===== config.mk =====
export PLATFORM = sky130hd
export DESIGN_NAME = ddr3_phy_top
export DESIGN_NICKNAME = d
export VERILOG_FILES = /design/src/dfi_pkg.sv /design/src/ddr3_pkg.sv /design/src/ddr3_cmd_path.sv /design/src/ddr_out_lane.sv /design/src/ddr3_write_path.sv /design/src/ddr3_read_path.sv /design/src/ddr3_rd_valid_sched.sv /design/src/ddr3_phy_top.sv
export VERILOG_INCLUDE_DIRS = /design/src
export SDC_FILE = /design/constraint.sdc
export NUM_CORES = 1
export LEC_CHECK = 0
export ABC_AREA = 1
export BUFFER_PORTS_ARGS = -buffer_cell sky130_fd_sc_hd__buf_2
export CAP_MARGIN = 20
export CORE_MARGIN = 2
export CORE_UTILIZATION = 31
export DETAILED_ROUTE_END_ITERATION = 7
export PLACE_DENSITY = 0.67
export SLEW_MARGIN = 20
export SYNTH_ARGS = -nofsm -noshare
export SYNTH_HDL_FRONTEND = slang
export SYNTH_HIERARCHICAL = 1
export SYNTH_SLANG_ARGS = --single-unit

===== constraint.sdc =====
create_clock -name clk_i -period 1.5 [get_ports clk_i]
set_input_delay 0.225 -clock clk_i [delete_from_list [all_inputs] [get_ports clk_i]]
set_output_delay 0.225 -clock clk_i [all_outputs]
set_load 0.02 [all_outputs]

===== src/ddr3_phy_defines.svh =====
// Shared sizes for the DDR3 PHY and its DFI side
// One DFI word carries two DQ beats, so DFI widths are twice the pin widths
// Legal read latency is 0 to PHY_RD_SHIFT_W-1

`ifndef DDR3_PHY_DEFINES_SVH
`define DDR3_PHY_DEFINES_SVH

// ---------------------------------------------------------------------------
// DDR3 pin widths
// ---------------------------------------------------------------------------
`define DDR3_DQ_W            16
`define DDR3_DM_W            2
`define DDR3_DQS_W           2
`define DDR3_ADDR_W          15
`define DDR3_BA_W            3

// DFI side, two beats per word
`define DFI_DATA_W           32
`define DFI_MASK_W           4

// ---------------------------------------------------------------------------
// Read latency configuration
// ---------------------------------------------------------------------------
`define PHY_RDLAT_DEFAULT    4
// Field position inside the 32-bit config word
`define PHY_CFG_RDLAT_LSB    8
`define PHY_CFG_RDLAT_MSB    11
`define PHY_RD_SHIFT_W       12

`endif


===== src/dfi_pkg.sv =====
// Types seen by the memory controller on the DFI side
// Data word layout is {first beat, second beat}

`default_nettype none

`include "ddr3_phy_defines.svh"

package dfi_pkg;

    typedef logic [`DDR3_ADDR_W-1:0] dfi_addr_t;
    typedef logic [`DDR3_BA_W-1:0]   dfi_bank_t;

    // Upper half goes out first
    typedef logic [`DFI_DATA_W-1:0]  dfi_data_t;
    typedef logic [`DFI_MASK_W-1:0]  dfi_mask_t;

    // Config word and the read latency field taken from it
    typedef logic [31:0] phy_cfg_t;
    typedef logic [`PHY_CFG_RDLAT_MSB-`PHY_CFG_RDLAT_LSB:0] rd_lat_t;

endpackage

`default_nettype wire


===== src/ddr3_pkg.sv =====
// Types for the DDR3 pin side of the PHY
// One value of each type is a single beat on the pins

`default_nettype none

`include "ddr3_phy_defines.svh"

package ddr3_pkg;

    // Data pins
    typedef logic [`DDR3_DQ_W-1:0]  dq_t;

    // Data mask, one bit per byte lane
    typedef logic [`DDR3_DM_W-1:0]  dm_t;

    // Strobes
    typedef logic [`DDR3_DQS_W-1:0] dqs_t;

endpackage

`default_nettype wire


===== src/ddr3_cmd_path.sv =====
// Command and address pins, one register stage
// All pins are 0 during and after reset, the active-low ones too,
// so the controller must drive reset_n and cs_n before use

`timescale 1ns/10ps
`default_nettype none

module ddr3_cmd_path
(
    input  wire logic               clk_i,
    input  wire logic               rst_i,
    input  wire logic               dfi_cke_i,
    input  wire logic               dfi_reset_n_i,
    input  wire logic               dfi_ras_n_i,
    input  wire logic               dfi_cas_n_i,
    input  wire logic               dfi_we_n_i,
    input  wire logic               dfi_cs_n_i,
    input  wire logic               dfi_odt_i,
    input  wire dfi_pkg::dfi_bank_t dfi_bank_i,
    input  wire dfi_pkg::dfi_addr_t dfi_address_i,
    output logic                    ddr3_cke_o,
    output logic                    ddr3_reset_n_o,
    output logic                    ddr3_ras_n_o,
    output logic                    ddr3_cas_n_o,
    output logic                    ddr3_we_n_o,
    output logic                    ddr3_cs_n_o,
    output logic                    ddr3_odt_o,
    output dfi_pkg::dfi_bank_t      ddr3_ba_o,
    output dfi_pkg::dfi_addr_t      ddr3_addr_o
);

    // Pins come straight from flops so they switch on the clock edge
    always_ff @(posedge clk_i)
    begin
        if (rst_i)
        begin
            ddr3_cke_o     <= 1'b0;
            ddr3_reset_n_o <= 1'b0;
            ddr3_ras_n_o   <= 1'b0;
            ddr3_cas_n_o   <= 1'b0;
            ddr3_we_n_o    <= 1'b0;
            ddr3_cs_n_o    <= 1'b0;
            ddr3_odt_o     <= 1'b0;
            ddr3_ba_o      <= '0;
            ddr3_addr_o    <= '0;
        end
        else
        begin
            ddr3_cke_o     <= dfi_cke_i;
            ddr3_reset_n_o <= dfi_reset_n_i;
            ddr3_ras_n_o   <= dfi_ras_n_i;
            ddr3_cas_n_o   <= dfi_cas_n_i;
            ddr3_we_n_o    <= dfi_we_n_i;
            ddr3_cs_n_o    <= dfi_cs_n_i;
            ddr3_odt_o     <= dfi_odt_i;
            ddr3_ba_o      <= dfi_bank_i;
            ddr3_addr_o    <= dfi_address_i;
        end
    end

endmodule

`default_nettype wire


===== src/ddr_out_lane.sv =====
// Double-data-rate output for one payload type
// Both beats load at the rising edge; first beat out while clk_i is high,
// second beat while it is low. Output mux is on the clock itself

`timescale 1ns/10ps
`default_nettype none

module ddr_out_lane
#(
    parameter type lane_t = logic
)
(
    input  wire logic  clk_i,
    input  wire logic  rst_i,
    input  wire lane_t first_i,
    input  wire lane_t second_i,
    output lane_t      pin_o
);

    lane_t first_q;
    lane_t second_q;

    always_ff @(posedge clk_i)
    begin
        if (rst_i)
        begin
            first_q  <= '0;
            second_q <= '0;
        end
        else
        begin
            first_q  <= first_i;
            second_q <= second_i;
        end
    end

    // High phase shows the first beat
    assign pin_o = clk_i ? first_q : second_q;

endmodule

`default_nettype wire


===== src/ddr3_write_path.sv =====
// Write data, mask and the DQ/DQS output enable
// Word staged at edge N is on the pins during the cycle after edge N+1
// Enables are high for k+1 cycles for a k-word burst, from edge N+2

`timescale 1ns/10ps
`default_nettype none

`include "ddr3_phy_defines.svh"

module ddr3_write_path
(
    input  wire logic               clk_i,
    input  wire logic               rst_i,
    input  wire dfi_pkg::dfi_data_t dfi_wrdata_i,
    input  wire dfi_pkg::dfi_mask_t dfi_wrdata_mask_i,
    input  wire logic               dfi_wrdata_en_i,
    output ddr3_pkg::dq_t           dq_o,
    output ddr3_pkg::dm_t           dm_o,
    output logic                    dq_oe_o,
    output logic                    dqs_oe_o
);

    dfi_pkg::dfi_data_t wrdata_q;
    dfi_pkg::dfi_mask_t wrmask_q;
    logic               wr_en_q0;
    logic               wr_en_q1;
    logic               wr_en_q2;
    logic               oe_q;

    // ------------------------------------------------------------------------
    // Data and mask staging
    // ------------------------------------------------------------------------
    always_ff @(posedge clk_i)
    begin
        if (rst_i)
        begin
            wrdata_q <= '0;
            wrmask_q <= '0;
        end
        else
        begin
            wrdata_q <= dfi_wrdata_i;
            wrmask_q <= dfi_wrdata_mask_i;
        end
    end

    // Upper half is the first beat
    ddr_out_lane #(.lane_t(ddr3_pkg::dq_t)) u_dq_lane
    (
        .clk_i    (clk_i),
        .rst_i    (rst_i),
        .first_i  (wrdata_q[`DFI_DATA_W-1 -: `DDR3_DQ_W]),
        .second_i (wrdata_q[`DDR3_DQ_W-1:0]),
        .pin_o    (dq_o)
    );

    ddr_out_lane #(.lane_t(ddr3_pkg::dm_t)) u_dm_lane
    (
        .clk_i    (clk_i),
        .rst_i    (rst_i),
        .first_i  (wrmask_q[`DFI_MASK_W-1 -: `DDR3_DM_W]),
        .second_i (wrmask_q[`DDR3_DM_W-1:0]),
        .pin_o    (dm_o)
    );

    // ------------------------------------------------------------------------
    // Output enable sequence
    // ------------------------------------------------------------------------
    // Set from stage 1, held until stage 2 drains, one extra cycle of drive
    always_ff @(posedge clk_i)
    begin
        if (rst_i)
        begin
            wr_en_q0 <= 1'b0;
            wr_en_q1 <= 1'b0;
            wr_en_q2 <= 1'b0;
            oe_q     <= 1'b0;
        end
        else
        begin
            wr_en_q0 <= dfi_wrdata_en_i;
            wr_en_q1 <= wr_en_q0;
            wr_en_q2 <= wr_en_q1;
            if (wr_en_q1)
                oe_q <= 1'b1;
            else if (!wr_en_q2)
                oe_q <= 1'b0;
        end
    end

    // DQ and DQS pads share one enable
    assign dq_oe_o  = oe_q;
    assign dqs_oe_o = oe_q;

endmodule

`default_nettype wire


===== src/ddr3_read_path.sv =====
// Read capture from the DQ input pins
// No delay tuning; dq_i must be stable around both clk_i edges
// Result word is {rising-edge beat, preceding falling-edge beat}

`timescale 1ns/10ps
`default_nettype none

module ddr3_read_path
(
    input  wire logic               clk_i,
    input  wire logic               rst_i,
    input  wire ddr3_pkg::dq_t      dq_i,
    output dfi_pkg::dfi_data_t      dfi_rddata_o
);

    ddr3_pkg::dq_t fall_q;

    // ------------------------------------------------------------------------
    // Falling edge capture
    // ------------------------------------------------------------------------
    // Second beat of the word
    always_ff @(negedge clk_i)
    begin
        fall_q <= dq_i;
    end

    // ------------------------------------------------------------------------
    // Rising edge assembly
    // ------------------------------------------------------------------------
    always_ff @(posedge clk_i)
    begin
        if (rst_i)
        begin
            dfi_rddata_o <= '0;
        end
        else
        begin
            dfi_rddata_o <= {dq_i, fall_q};
        end
    end

endmodule

`default_nettype wire


===== src/ddr3_rd_valid_sched.sv =====
// Read valid timing from the programmable read latency
// Latency loads from cfg_i bits 11:8 on cfg_valid_i; values above 11
// are not scheduled. Reads already in flight keep their slot

`timescale 1ns/10ps
`default_nettype none

`include "ddr3_phy_defines.svh"

module ddr3_rd_valid_sched
(
    input  wire logic              clk_i,
    input  wire logic              rst_i,
    input  wire logic              cfg_valid_i,
    input  wire dfi_pkg::phy_cfg_t cfg_i,
    input  wire logic              dfi_rddata_en_i,
    output logic                   dfi_rddata_valid_o
);

    dfi_pkg::rd_lat_t            rd_lat_q;
    logic [`PHY_RD_SHIFT_W-1:0]  sched_q;
    logic [`PHY_RD_SHIFT_W-1:0]  sched_d;

    always_ff @(posedge clk_i)
    begin
        if (rst_i)
            rd_lat_q <= dfi_pkg::rd_lat_t'(`PHY_RDLAT_DEFAULT);
        else if (cfg_valid_i)
            rd_lat_q <= cfg_i[`PHY_CFG_RDLAT_MSB:`PHY_CFG_RDLAT_LSB];
    end

    // Shift toward stage 0 and drop the new read in at stage rd_lat_q
    always_comb
    begin
        sched_d = {1'b0, sched_q[`PHY_RD_SHIFT_W-1:1]};
        for (int i = 0; i < `PHY_RD_SHIFT_W; i++)
        begin
            if (rd_lat_q == dfi_pkg::rd_lat_t'(i))
                sched_d[i] = sched_d[i] | dfi_rddata_en_i;
        end
    end

    always_ff @(posedge clk_i)
    begin
        if (rst_i)
            sched_q <= '0;
        else
            sched_q <= sched_d;
    end

    assign dfi_rddata_valid_o = sched_q[0];

endmodule

`default_nettype wire


===== src/ddr3_phy_top.sv =====
// DDR3 PHY top, DFI controller side to DDR3 pins
// Each bidirectional pad is split into output, enable and input ports;
// the pad ring outside combines them. clk_ddr_i is clk_i shifted 90 degrees

`timescale 1ns/10ps
`default_nettype none

module ddr3_phy_top
(
    input  wire logic               clk_i,
    input  wire logic               clk_ddr_i,
    input  wire logic               rst_i,
    // Configuration
    input  wire logic               cfg_valid_i,
    input  wire dfi_pkg::phy_cfg_t  cfg_i,
    // DFI command
    input  wire logic               dfi_cke_i,
    input  wire logic               dfi_reset_n_i,
    input  wire logic               dfi_ras_n_i,
    input  wire logic               dfi_cas_n_i,
    input  wire logic               dfi_we_n_i,
    input  wire logic               dfi_cs_n_i,
    input  wire logic               dfi_odt_i,
    input  wire dfi_pkg::dfi_bank_t dfi_bank_i,
    input  wire dfi_pkg::dfi_addr_t dfi_address_i,
    // DFI write and read
    input  wire dfi_pkg::dfi_data_t dfi_wrdata_i,
    input  wire dfi_pkg::dfi_mask_t dfi_wrdata_mask_i,
    input  wire logic               dfi_wrdata_en_i,
    input  wire logic               dfi_rddata_en_i,
    output dfi_pkg::dfi_data_t      dfi_rddata_o,
    output logic                    dfi_rddata_valid_o,
    // DDR3 pins
    output logic                    ddr3_ck_o,
    output logic                    ddr3_cke_o,
    output logic                    ddr3_reset_n_o,
    output logic                    ddr3_ras_n_o,
    output logic                    ddr3_cas_n_o,
    output logic                    ddr3_we_n_o,
    output logic                    ddr3_cs_n_o,
    output logic                    ddr3_odt_o,
    output dfi_pkg::dfi_bank_t      ddr3_ba_o,
    output dfi_pkg::dfi_addr_t      ddr3_addr_o,
    output ddr3_pkg::dq_t           dq_o,
    output ddr3_pkg::dm_t           dm_o,
    output logic                    dq_oe_o,
    output ddr3_pkg::dqs_t          dqs_o,
    output logic                    dqs_oe_o,
    input  wire ddr3_pkg::dq_t      dq_i
);

    // Memory clock and strobes come straight from the clocks
    assign ddr3_ck_o = clk_i;
    assign dqs_o     = {$bits(ddr3_pkg::dqs_t){clk_ddr_i}};

    ddr3_cmd_path u_cmd_path
    (
        .clk_i          (clk_i),
        .rst_i          (rst_i),
        .dfi_cke_i      (dfi_cke_i),
        .dfi_reset_n_i  (dfi_reset_n_i),
        .dfi_ras_n_i    (dfi_ras_n_i),
        .dfi_cas_n_i    (dfi_cas_n_i),
        .dfi_we_n_i     (dfi_we_n_i),
        .dfi_cs_n_i     (dfi_cs_n_i),
        .dfi_odt_i      (dfi_odt_i),
        .dfi_bank_i     (dfi_bank_i),
        .dfi_address_i  (dfi_address_i),
        .ddr3_cke_o     (ddr3_cke_o),
        .ddr3_reset_n_o (ddr3_reset_n_o),
        .ddr3_ras_n_o   (ddr3_ras_n_o),
        .ddr3_cas_n_o   (ddr3_cas_n_o),
        .ddr3_we_n_o    (ddr3_we_n_o),
        .ddr3_cs_n_o    (ddr3_cs_n_o),
        .ddr3_odt_o     (ddr3_odt_o),
        .ddr3_ba_o      (ddr3_ba_o),
        .ddr3_addr_o    (ddr3_addr_o)
    );

    ddr3_write_path u_write_path
    (
        .clk_i             (clk_i),
        .rst_i             (rst_i),
        .dfi_wrdata_i      (dfi_wrdata_i),
        .dfi_wrdata_mask_i (dfi_wrdata_mask_i),
        .dfi_wrdata_en_i   (dfi_wrdata_en_i),
        .dq_o              (dq_o),
        .dm_o              (dm_o),
        .dq_oe_o           (dq_oe_o),
        .dqs_oe_o          (dqs_oe_o)
    );

    ddr3_read_path u_read_path
    (
        .clk_i        (clk_i),
        .rst_i        (rst_i),
        .dq_i         (dq_i),
        .dfi_rddata_o (dfi_rddata_o)
    );

    ddr3_rd_valid_sched u_rd_valid_sched
    (
        .clk_i              (clk_i),
        .rst_i              (rst_i),
        .cfg_valid_i        (cfg_valid_i),
        .cfg_i              (cfg_i),
        .dfi_rddata_en_i    (dfi_rddata_en_i),
        .dfi_rddata_valid_o (dfi_rddata_valid_o)
    );

endmodule

`default_nettype wire


=== After elaboration in Yosys (flattened, before gate mapping) ===
Cells that the tools add are included.

* Register bits after elaboration: 165
* Bits of input ports: 115
* Output and inout port bits: 81
* Logic and storage cells: 65

* Eq/ne operators: 12
* Mux-type cells: 15
* Bitwise gates (word level): 12
* Reductions and logical operators: 2

{| class="wikitable"
|+ Operators by type and width
! cell !! number
|-
| 4-bit by 3-bit equality test with 1-bit output, second input constant || 4
|-
| 4-bit equality test, second input constant || 4
|-
| 16-bit 2-to-1 mux || 1
|-
| 1-bit 2-to-1 mux || 13
|-
| 1-bit bitwise OR || 11
|-
| 4-bit by 2-bit equality test with 1-bit output, second input constant || 2
|-
| 4-bit by 1-bit equality test with 1-bit output, second input constant || 1
|-
| 4-bit zero test || 1
|-
| 2-bit 2-to-1 mux || 1
|-
| 2-bit by 1-bit inequality test with 1-bit output, second input constant || 1
|-
| 2-bit OR reduction || 1
|-
| 1-bit NOT || 1
|}

=== Longest topological paths before layout ===
Gate-level depths: netlist of the first run.

* Depth after elaboration: 3
* Depth in mapped cells: 5
* Depth with buffers taken out: 5

=== By module ===
The synthesis of the first run kept the hierarchy.

{| class="wikitable"
|+ Modules (own cells, without submodules)
! module !! times used !! cells each !! area each (um^2) !! sequential area each (um^2)
|-
| ddr3_read_path || 1 || 116 || 1,238.7 || 960.9
|-
| ddr3_write_path || 1 || 126 || 1,146.1 || 800.8
|-
| ddr_out_lane at u_write_path.u_dq_lane || 1 || 151 || 1,139.8 || 640.6
|-
| ddr3_cmd_path || 1 || 78 || 724.4 || 500.5
|-
| ddr3_rd_valid_sched || 1 || 74 || 581.8 || 320.3
|-
| ddr_out_lane at u_write_path.u_dm_lane || 1 || 19 || 136.4 || 80.1
|-
| ddr3_phy_top || 1 || 3 || 22.5 || 0.0
|}

==> summary.md, run 1 <==
| Metric | Value |
|---|---|
| Status | `finished with violations` |
| Failing checks | `setup timing` |
| Full die area | `approximately 17000 um2` |
| Cell mode on critical path | `clkbuf_16` |
| Min-delay src | `dfi_wrdata_i[0]` |
| Startpoint types | `clock port` |
| CP cell instances | `clkbuf_16, clkbuf_16, clkbuf_16, nand2_4, nand2_2, buf_6` |
| Final worst slack | `-149 ps` |
| Die X | `approximately 130 um` |
| Boundary Pins | `196` |
| Clock skew | `roughly 330 ps` |
| Seq. cell area | `~3300 um2` |
| Placed insts | `a little over 900` |
| Most repeated cell in the gate-level netlist after synthesis | `dfxtp_1` |
| Worst endpoint required time | `1270 ps` |
| Grt total ovfl | `0` |
| Syn avg cell area | `~8.8 um2` |
| Clock share of power | `0.649` |
| First-pass GRT wire length | `between 15 and 20 mm` |
| Routed len/inst | `between 10 and 15 um` |
| Starting Density | `0.315` |
| Final Slew Violations | `0` |
| Vias in the first global route | `about 4400` |
| Leading area contributor after synthesis | `dfxtp_1` |
| Post-Route WL | `approximately 12 mm` |
| Clock Latency Late Sink | `about 680 ps` |
| Total GRT Usage | `0.145` |
| Layout cell share with drive strength beyond 1 | `0.341` |
| Num rows | `46` |
| Final Wtd Congestion | `around 0.78` |
| Combinational power share | `0.047` |
| Vias per cell | `slightly below 4` |
| Via count | `~4200` |
| Pre-CTS WS | `195 ps` |
| Min-Delay Path Class | `primary input to flip-flop` |
| Met3 WL | `1.26 mm` |
| FFs w/ async S/R, synth | `0` |
| Routed length on met1 | `~4.3 mm` |
| Reg-to-Reg Start | `u_read_path/fall_q[12]$_DFF_N_` |
| Final nets | `approximately 970` |
| Port Buf Inserts | `164` |
| Largest net degree at the start of global routing | `between 40 and 50` |
| TritonRoute pass-1 iters | `4` |
| Netlist cell types | `17` |
| Worst path arrival time | `roughly 1400 ps` |
| Cell Pwr Density | `1840 nW/um2` |
| Worst setup EP type | `output pin` |
| WS Path Type | `clock port to output pin` |
| Hold path depth | `3` |
| Net switching power | `5.30 mW` |
| Post-synthesis cell count | `roughly 570` |
| Slew headroom | `0.730` |
| Share of the synthesized area in the top cell type | `0.662` |
| Core Area | `15800 um2` |
| Max-cap violations | `0` |
| R2R Setup Slk | `between 200 and 250 ps` |
| P_leak | `between 4 and 5 nW` |
| Post-synth EDFFs | `0` |
| Fillers | `around 1400` |
| Layout Cells excl Fill | `between 1000 and 1500` |
| FF+latch count, synth | `around 170` |
| Seq/Total Area, Yosys | `0.662` |
| Mapped Area | `approximately 5000 um2` |
| Worst Hold End | `u_write_path/wrdata_q[0]$_SDFF_PP0_` |
| Synth top area cells | `dfxtp_1 66%, nor2_1 11%, inv_1 11%` |
| RSZ-0062 raised after global routing | `yes` |
| Setup violations, final | `19` |
| Final hold vios | `0` |
| DRC | `0` |
| Reg2reg end | `u_read_path/dfi_rddata_o[12]$_SDFF_PP0_` |
| DP HPWL | `~6.6 mm` |
| Slowest stage delay, CP | `160 ps` |
| Die Ht | `roughly 130 um` |
| Layout area overhead | `68.0%` |
| Synth cell count leaders | `165 x dfxtp_1, 145 x nor2_1, 142 x inv_1` |
| CTS clk-pin slew, worst paths | `around 40 ps` |
| Metal2 WL | `about 6.2 mm` |
| TNS Setup | `-2500 ps` |
| Sequential share of power | `0.304` |
| TritonCTS clock tree | `done` |
| 1st-iter DRT viols | `around 140` |
| Ys flop type | `dfxtp_1` |
| Worst r2r path cells | `2` |
| Net Count, Synth | `~680` |
| CP max FO | `4` |
| Synthesis Warnings | `6` |
| Multi-input gate area | `between 1000 and 1500 um2` |
| Int Pwr | `just over 10 mW` |
| Sw frac | `0.344` |
| Final ANT Viol Nets | `0` |
| Initial antenna violation count | `1` |
| Slowest cell on the critical path | `clkbuf_16` |
| Max IR drop VDD | `roughly 0.0012 V` |
| Slew @ Worst Pin | `approximately 410 ps` |
| Max Used Layer | `met4` |
==> cells in the final DEF (no fill, tap or decap), types with 4 or more instances in the layout <==
cell           netlist  final
nand2_4              0     19
dlygate4sd3_1        0     67
nand3_1              8      8
dfxtp_1            165    160
buf_4                5     19
a21oi_1             12     12
inv_1              142    158
nand2_2              6     24
nand2_1             54     17
dfxtp_2              0      5
nor2_2               4      4
o21ai_0              4      4
buf_2                5    144
inv_6                1     16
nor2_1             145    145
buf_6               10     18
clkbuf_16            0     26
clkinv_16            0     15
==> worst max-delay path by stage <==
| stage | startpoint | to | cells after the start |
|---|---|---|---|
| global placement | clk_i | dq_o[13] | 4 |
| global route | clk_i | dq_o[15] | 6 |
| detailed placement | clk_i | dq_o[7] | 4 |
| floorplan | clk_i | dq_o[10] | 5 |
| finish | clk_i | dq_o[13] | 6 |
| CTS | clk_i | dq_o[1] | 6 |
==> layer usage <==
metal,vias to the layer above,track usage
met5,-,0
met4,0,0.110
met3,40,0.111
met2,154,0.229
met1,1873,0.123
li1,2152,-
==> timing repair <==
action | in CTS | in global routing
buffers inserted | 11 | 4
cloned | 2 | 0
hold endpoints to repair | 62 | 3
resized for setup | 83 | 17
endpoints found under the setup margin | 19 | 19
hold buffers | 64 | 3
pin swaps | 20 | 0
==> worst max-delay path: cells and delay by family <==
| kind | cells | cell delay [ps] |
|---|---|---|
| and+or+nand+nor | 2 | 110 |
| buffers and inverters | 4 | 560 |
==> final cells by class <==
| type | instances | area share |
|---|---|---|
| multi-input combinational | 234 | 0.134 |
| antenna | 1 | 0.000299 |
| clock buffer | 64 | 0.121 |
| tap | 216 | 0.0322 |
| clock inverter | 50 | 0.0790 |
| inverter | 143 | 0.0640 |
| timing repair buffer | 217 | 0.174 |
| sequential | 165 | 0.395 |
==> registers in the layout, summed over array words and instances, names as in the netlist, 3 cells and up <==
name / flops
u_rd_valid_sched/rd_lat_q: 4
u_cmd_path/ddr3_ba_o: 3
u_write_path/wrmask_q: 4
u_read_path/dfi_rddata_o: 32
u_cmd_path/ddr3_addr_o: 15
u_read_path/fall_q: 16
u_write_path/u_dq_lane/first_q: 16
u_write_path/wrdata_q: 32
u_rd_valid_sched/sched_q: 12
u_write_path/u_dq_lane/second_q: 16
==> cells by family after synthesis <==
group | synth area share
flip-flops | 0.662
buffers and inverters | 0.151
AO/OA/AOI/OAI | 0.0171
AND/OR/NAND/NOR | 0.170
==> power groups by stage <==
| stage | logic (mW) | clock network [mW] | registers [mW] |
|---|---|---|---|
| 6_report | 0.727 | 9.99 | 4.67 |
| 5_1_grt | 0.808 | 10.7 | 4.69 |
| 4_1_cts | 0.717 | 9.96 | 4.66 |
| 3_5_place_dp | 0.583 | 0.704 | 4.75 |
| 3_3_place_gp | 0.577 | 0.704 | 4.74 |
| 2_1_floorplan | 0.238 | 0.963 | 4.85 |
==> through the flow <==
stage / total power [mW] / util / hold slack (ps) / area (um2)
after floorplan: 6.05 / - / 296 / 4990
after global placement: 6.02 / 0.376 / 359 / 5950
after detailed placement: 6.04 / 0.376 / 359 / 5950
after CTS: 15.3 / 0.522 / 18.3 / 8260
after global routing: 16.2 / 0.529 / 4.20 / 8380
final: 15.4 / 0.529 / 6.48 / 8380
(Power assumes the default switching activity.)
==> inputs of run 2 (changes only) <==
--- a/config.mk
+++ b/config.mk
@@ -13,6 +13,7 @@
 export CORE_UTILIZATION = 31
 export DETAILED_ROUTE_END_ITERATION = 7
 export PLACE_DENSITY = 0.67
+export SKIP_LAST_GASP = 1
 export SLEW_MARGIN = 20
 export SYNTH_ARGS = -nofsm -noshare
 export SYNTH_HDL_FRONTEND = slang
==> run 2 against run 1 <==
Effect of this change: the run still ends with setup timing left; global-route usage unchanged; sequential cell count did not move; core utilization is 0.10 points lower; clock-buffer cell count did not move; combinational power is essentially flat; worst setup slack barely moved; final cell count did not move; design area down 0.19%; clock skew grew 2.7 ps; register-to-register slack is essentially flat; critical endpoint unchanged; routed wire length down 0.24%.
==> summary.md, run 2 (same netlist as run 1, synthesis figures left out) <==
| Metric | Value |
|---|---|
| Worst path arrival time | `approximately 1400 ps` |
| Final worst slack | `-149 ps` |
| Post-Layout Inst Area | `8360 um2` |
| Hold_ws | `6.56 ps` |
| Clock Latency Late Sink | `between 600 and 700 ps` |
| DP HPWL | `approximately 6.6 mm` |
| Slew @ Worst Pin | `a little over 400 ps` |
| Total power | `15.4 mW` |
| RSZ-0062 raised after global routing | `yes` |
| DP Area | `5950 um2` |
| P_leak | `~4.4 nW` |
| Core Area | `around 16000 um2` |
| Bufs and invs on worst path | `4` |
| Die Ht | `about 130 um` |
| Layout area overhead | `67.6%` |
| Clock skew | `approximately 330 ps` |
| Cell Pwr Density | `1840 nW/um2` |
| R2R Setup Slk | `roughly 240 ps` |
| Largest net degree at the start of global routing | `47` |
| Critical path's top delay family | `buffers and inverters` |
| Final ANT Viol Nets | `0` |
| Port Buf Inserts | `about 160` |
| Max IR drop VDD | `between 0.001 and 0.0015 V` |
| CTS clk-pin slew, worst paths | `about 40 ps` |
| Vias per cell | `~3.9` |
| Full die area | `~17000 um2` |
| Grt total ovfl | `0` |
| Worst setup EP type | `output pin` |
| Worst r2r path cells | `2` |
| Final nets | `971` |
| Slew headroom | `0.730` |
| Post-Route WL | `approximately 12 mm` |
| Crit path from | `clk_i` |
| Largest regs | `u_read_path/dfi_rddata_o (32), u_write_path/wrdata_q (32)` |
| Min-Delay Path Class | `primary input to flip-flop` |
| Final Wtd Congestion | `roughly 0.78` |
| Setup violations, final | `22` |
| Boundary Pins | `~200` |
| Via count | `about 4200` |
| Die X | `roughly 130 um` |
| CP endpoint | `dq_o[13]` |
| TritonRoute pass-1 iters | `4` |
| Initial antenna violation count | `1` |
| Final hold vios | `0` |
| Slowest cell on the critical path | `clkbuf_16` |
| Final Slew Violations | `0` |
| Num rows | `46` |
| Vias in the first global route | `~4500` |
| CP max FO | `4` |
| Cell mode on critical path | `clkbuf_16` |
| Failing checks | `setup timing` |
| Leading cell type in the layout, fill and taps excluded | `dfxtp_1` |
| DRC | `0` |
| 1st-iter DRT viols | `roughly 140` |
| CP cell instances | `clkbuf_16, clkbuf_16, clkbuf_16, nand2_4, nand2_2, buf_6` |
| Levels on crit path | `6` |
| Routed len/inst | `approximately 11 um` |
| WS Path Type | `clock port to output pin` |
| First-pass GRT wire length | `between 15 and 20 mm` |
| Layout cell share with drive strength beyond 1 | `0.336` |
| Status | `finished with violations` |
| Startpoint types | `clock port` |
| Max-cap violations | `0` |
| Reg2reg end | `u_read_path/dfi_rddata_o[12]$_SDFF_PP0_` |
| Most frequent cells in the layout | `165 x dfxtp_1, 158 x inv_1, 145 x nor2_1` |
| Worst endpoint required time | `between 1000 and 1500 ps` |
| Starting Density | `0.315` |
| TritonCTS clock tree | `done` |
| Total GRT Usage | `0.145` |
| Reg-to-Reg Start | `u_read_path/fall_q[12]$_DFF_N_` |
| Slowest stage delay, CP | `about 160 ps` |
## run 2: changes by cell type in the layout (fill, tap and decap cells not counted)
cell,change
dfxtp_2,-5
dfxtp_1,+5
nand2_4,-2
nand2_2,+2
## run 2: timing repair
action                                  4_1_cts  5_1_grt
resized for setup                            81       12
hold buffers                                 64        3
gates cloned                                  2        0
pin swaps                                    20        1
endpoints found under the setup margin       19       19
endpoints found under the hold margin        62        3
setup buffers                                11        4
## run 2: worst reg2reg max path: stages, from the launching register on
cell and delay (ps):
dfxtp_1 290, inv_1 40, nor2_1 30
## run 2: power breakdown
part | internal, mW | switching [mW]
clock network | 5.14 | 4.82
registers | 4.60 | 0.0691
logic | 0.341 | 0.385
total | 10.1 | 5.28
## run 2: final cells by class
| cell class | count | area, um2 |
|---|---|---|
| Tap cell | 216 | 270 |
| Inverter | 143 | 537 |
| Antenna cell | 1 | 2.50 |
| Sequential cell | 165 | 3300 |
| Fill cell | 1392 | 7460 |
| Clock buffer | 64 | 1020 |
| Multi-Input combinational cell | 234 | 1110 |
| Timing Repair Buffer | 217 | 1460 |
| Clock inverter | 50 | 662 |
## run 2: how the worst min path moves through the flow
stage,from,cells after the start,slack [ps],to
after floorplan,rst_i,1,300,u_read_path/dfi_rddata_o[31]$_SDFF_PP0_
after global placement,clk_i,1,360,ddr3_ck_o
after detailed placement,clk_i,1,360,ddr3_ck_o
after CTS,dfi_wrdata_i[23],3,20,u_write_path/wrdata_q[23]$_SDFF_PP0_
after global routing,dfi_wrdata_i[0],3,4,u_write_path/wrdata_q[0]$_SDFF_PP0_
final,dfi_wrdata_i[0],3,7,u_write_path/wrdata_q[0]$_SDFF_PP0_
## run 2: through the flow
stage	utilization	worst slack, ps	setup TNS [ps]	instances
detailed placement	0.376	195	0	930
global placement	0.376	195	0	930
floorplan	-	30.2	0	567
global route	0.528	-169	-2940	1089
finish	0.528	-149	-2500	1090
CTS	0.521	-154	-2680	1082
## run 2: metal layers
metal  part of all wire  global-route usage
met5                  0                   0
met4              0.032               0.111
met3               0.10               0.112
met2               0.51               0.228
met1               0.35               0.122
==> inputs of run 3 (changes only) <==
--- a/config.mk
+++ b/config.mk
@@ -10,9 +10,9 @@
 export BUFFER_PORTS_ARGS = -buffer_cell sky130_fd_sc_hd__buf_2
 export CAP_MARGIN = 20
 export CORE_MARGIN = 2
-export CORE_UTILIZATION = 31
+export CORE_UTILIZATION = 40
 export DETAILED_ROUTE_END_ITERATION = 7
-export PLACE_DENSITY = 0.67
+export PLACE_DENSITY_LB_ADDON = 0.15
 export SKIP_LAST_GASP = 1
 export SLEW_MARGIN = 20
 export SYNTH_ARGS = -nofsm -noshare
==> run 3 against run 2 <==
Effect of this change: the run still ends with setup timing left; sequential share of layout area is 0.20 points higher; hold slack better by 37 ps; largest cell class unchanged; global-route usage is 3.1 points higher; highest routed layer unchanged.
==> summary.md, run 3 (same netlist as run 1, synthesis figures left out) <==
| Metric | Value |
|---|---|
| Status | `finished with violations` |
| Failing checks | `setup timing` |
| 1st-iter DRT viols | `~120` |
| # diodes | `0` |
| Final ANT Viol Nets | `0` |
| Final worst slack | `-150 ps` |
| Slowest cell on the critical path | `clkbuf_16` |
| TritonCTS clock tree | `done` |
| Total GRT Usage | `0.176` |
| Boundary Pins | `approximately 200` |
| First-pass GRT wire length | `about 18 mm` |
| Most frequent cells in the layout | `161 x dfxtp_1, 158 x inv_1, 145 x nor2_1` |
| Cell Pwr Density | `1780 nW/um2` |
| Slowest stage delay, CP | `160 ps` |
| Worst path arrival time | `between 1000 and 1500 ps` |
| Worst endpoint required time | `1270 ps` |
| Layout cell share with drive strength beyond 1 | `0.333` |
| Post-Layout Inst Area | `around 8300 um2` |
| Grt total ovfl | `0` |
| Port Buf Inserts | `roughly 160` |
| Setup violations, final | `20` |
| Num rows | `40` |
| Layout Utilization | `0.688` |
| Full die area | `roughly 13000 um2` |
| Layout area overhead | `67.0%` |
| Routed len/inst | `between 10 and 15 um` |
| Largest regs | `u_read_path/dfi_rddata_o (32), u_write_path/wrdata_q (32)` |
| Die X | `around 120 um` |
| RSZ-0062 raised after global routing | `yes` |
| TritonRoute pass-1 iters | `4` |
| Core Area | `12100 um2` |
| Final hold vios | `0` |
| Largest net degree at the start of global routing | `44` |
| CTS clk-pin slew, worst paths | `roughly 50 ps` |
| DRC | `0` |
| Slew headroom | `0.747` |
| Startpoint types | `clock port` |
| DP Area | `around 5900 um2` |
| Worst setup EP type | `output pin` |
| Initial antenna violation count | `0` |
| Leading cell type in the layout, fill and taps excluded | `dfxtp_1` |
| CP max FO | `4` |
| Starting Density | `0.412` |
| DP HPWL | `roughly 6.3 mm` |
| Max-cap violations | `0` |
| Clock Latency Late Sink | `a little under 700 ps` |
| Final nets | `approximately 1000` |
| Vias in the first global route | `around 4500` |
| Cell mode on critical path | `clkbuf_16` |
| Post-Route WL | `about 12 mm` |
| Slew @ Worst Pin | `~380 ps` |
| Max IR drop VDD | `roughly 0.0011 V` |
| Final Slew Violations | `0` |
| CP cell instances | `clkbuf_16, clkbuf_16, clkbuf_16, nand2_2, nand2_2, buf_6` |
| WS Path Type | `clock port to output pin` |
| Die Ht | `between 100 and 150 um` |
| Clock skew | `345 ps` |
| Min-Delay Path Class | `primary input to flip-flop` |
| Via count | `about 4300` |
| Final Wtd Congestion | `~0.77` |
| Vias per cell | `around 4.1` |
| P_leak | `about 4.4 nW` |
[run 3: path summary, 6_finish.rpt]
path / startpoint / slack, ps / endpoint / depth (start not counted)
min reg2reg: u_write_path/wrdata_q[16]$_SDFF_PP0_ / 240 / u_write_path/u_dq_lane/first_q[0]$_SDFF_PP0_ / 2
min: dfi_wrdata_i[20] / 40 / u_write_path/wrdata_q[20]$_SDFF_PP0_ / 3
max reg2reg: u_rd_valid_sched/rd_lat_q[2]$_SDFFE_PP1P_ / 250 / u_rd_valid_sched/rd_lat_q[2]$_SDFFE_PP1P_ / 3
max: clk_i / -150 / dq_o[3] / 6
[run 3: worst max-delay path: cells and delay by family]
kind                   cells  cell delay (ps)
buffers and inverters      4              570
and+or+nand+nor            2              110
[run 3: layout make-up]
cell class / instances / area [um2]
clock buffers: 59 / 977
clock inverters: 50 / 596
fillers: 943 / 3780
inverters: 143 / 537
multi-input cells: 234 / 1110
flip-flops and latches: 165 / 3310
well taps: 168 / 210
repair buffers: 230 / 1600
[run 3: per-stage QoR]
step | total power, mW | TNS (ps) | setup slack (ps) | hold slack, ps | std cells
after detailed placement | 6.03 | 0 | 195 | 359 | 882
after CTS | 14.5 | -2700 | -150 | 41.7 | 1031
after floorplan | 6.05 | 0 | 30.2 | 296 | 567
after global placement | 6.02 | 0 | 195 | 359 | 882
after global routing | 15.6 | -2850 | -170 | 29.8 | 1049
final | 14.8 | -2420 | -150 | 43.8 | 1049
[run 3: per-layer routing]
layer	GRT usage	vias to the layer above	routed length, um
met3	0.111	40	1070
met4	0.165	0	395
met1	0.152	1899	4390
li1	-	2170	-
met2	0.275	156	5860
met5	0	-	0
[run 3: repair_timing]
item | 4_1_cts | 5_1_grt
hold endpoints to repair | 75 | 12
pin swaps | 19 | 5
resized for setup | 71 | 27
gates cloned | 0 | 1
setup endpoints to repair | 19 | 25
buffers inserted | 8 | 5
hold buffers | 68 | 12
[run 3: power by group]
group	switching [mW]	internal, mW
sequential	0.0697	4.60
combinational	0.391	0.364
clock	4.52	4.88
total	4.99	9.84
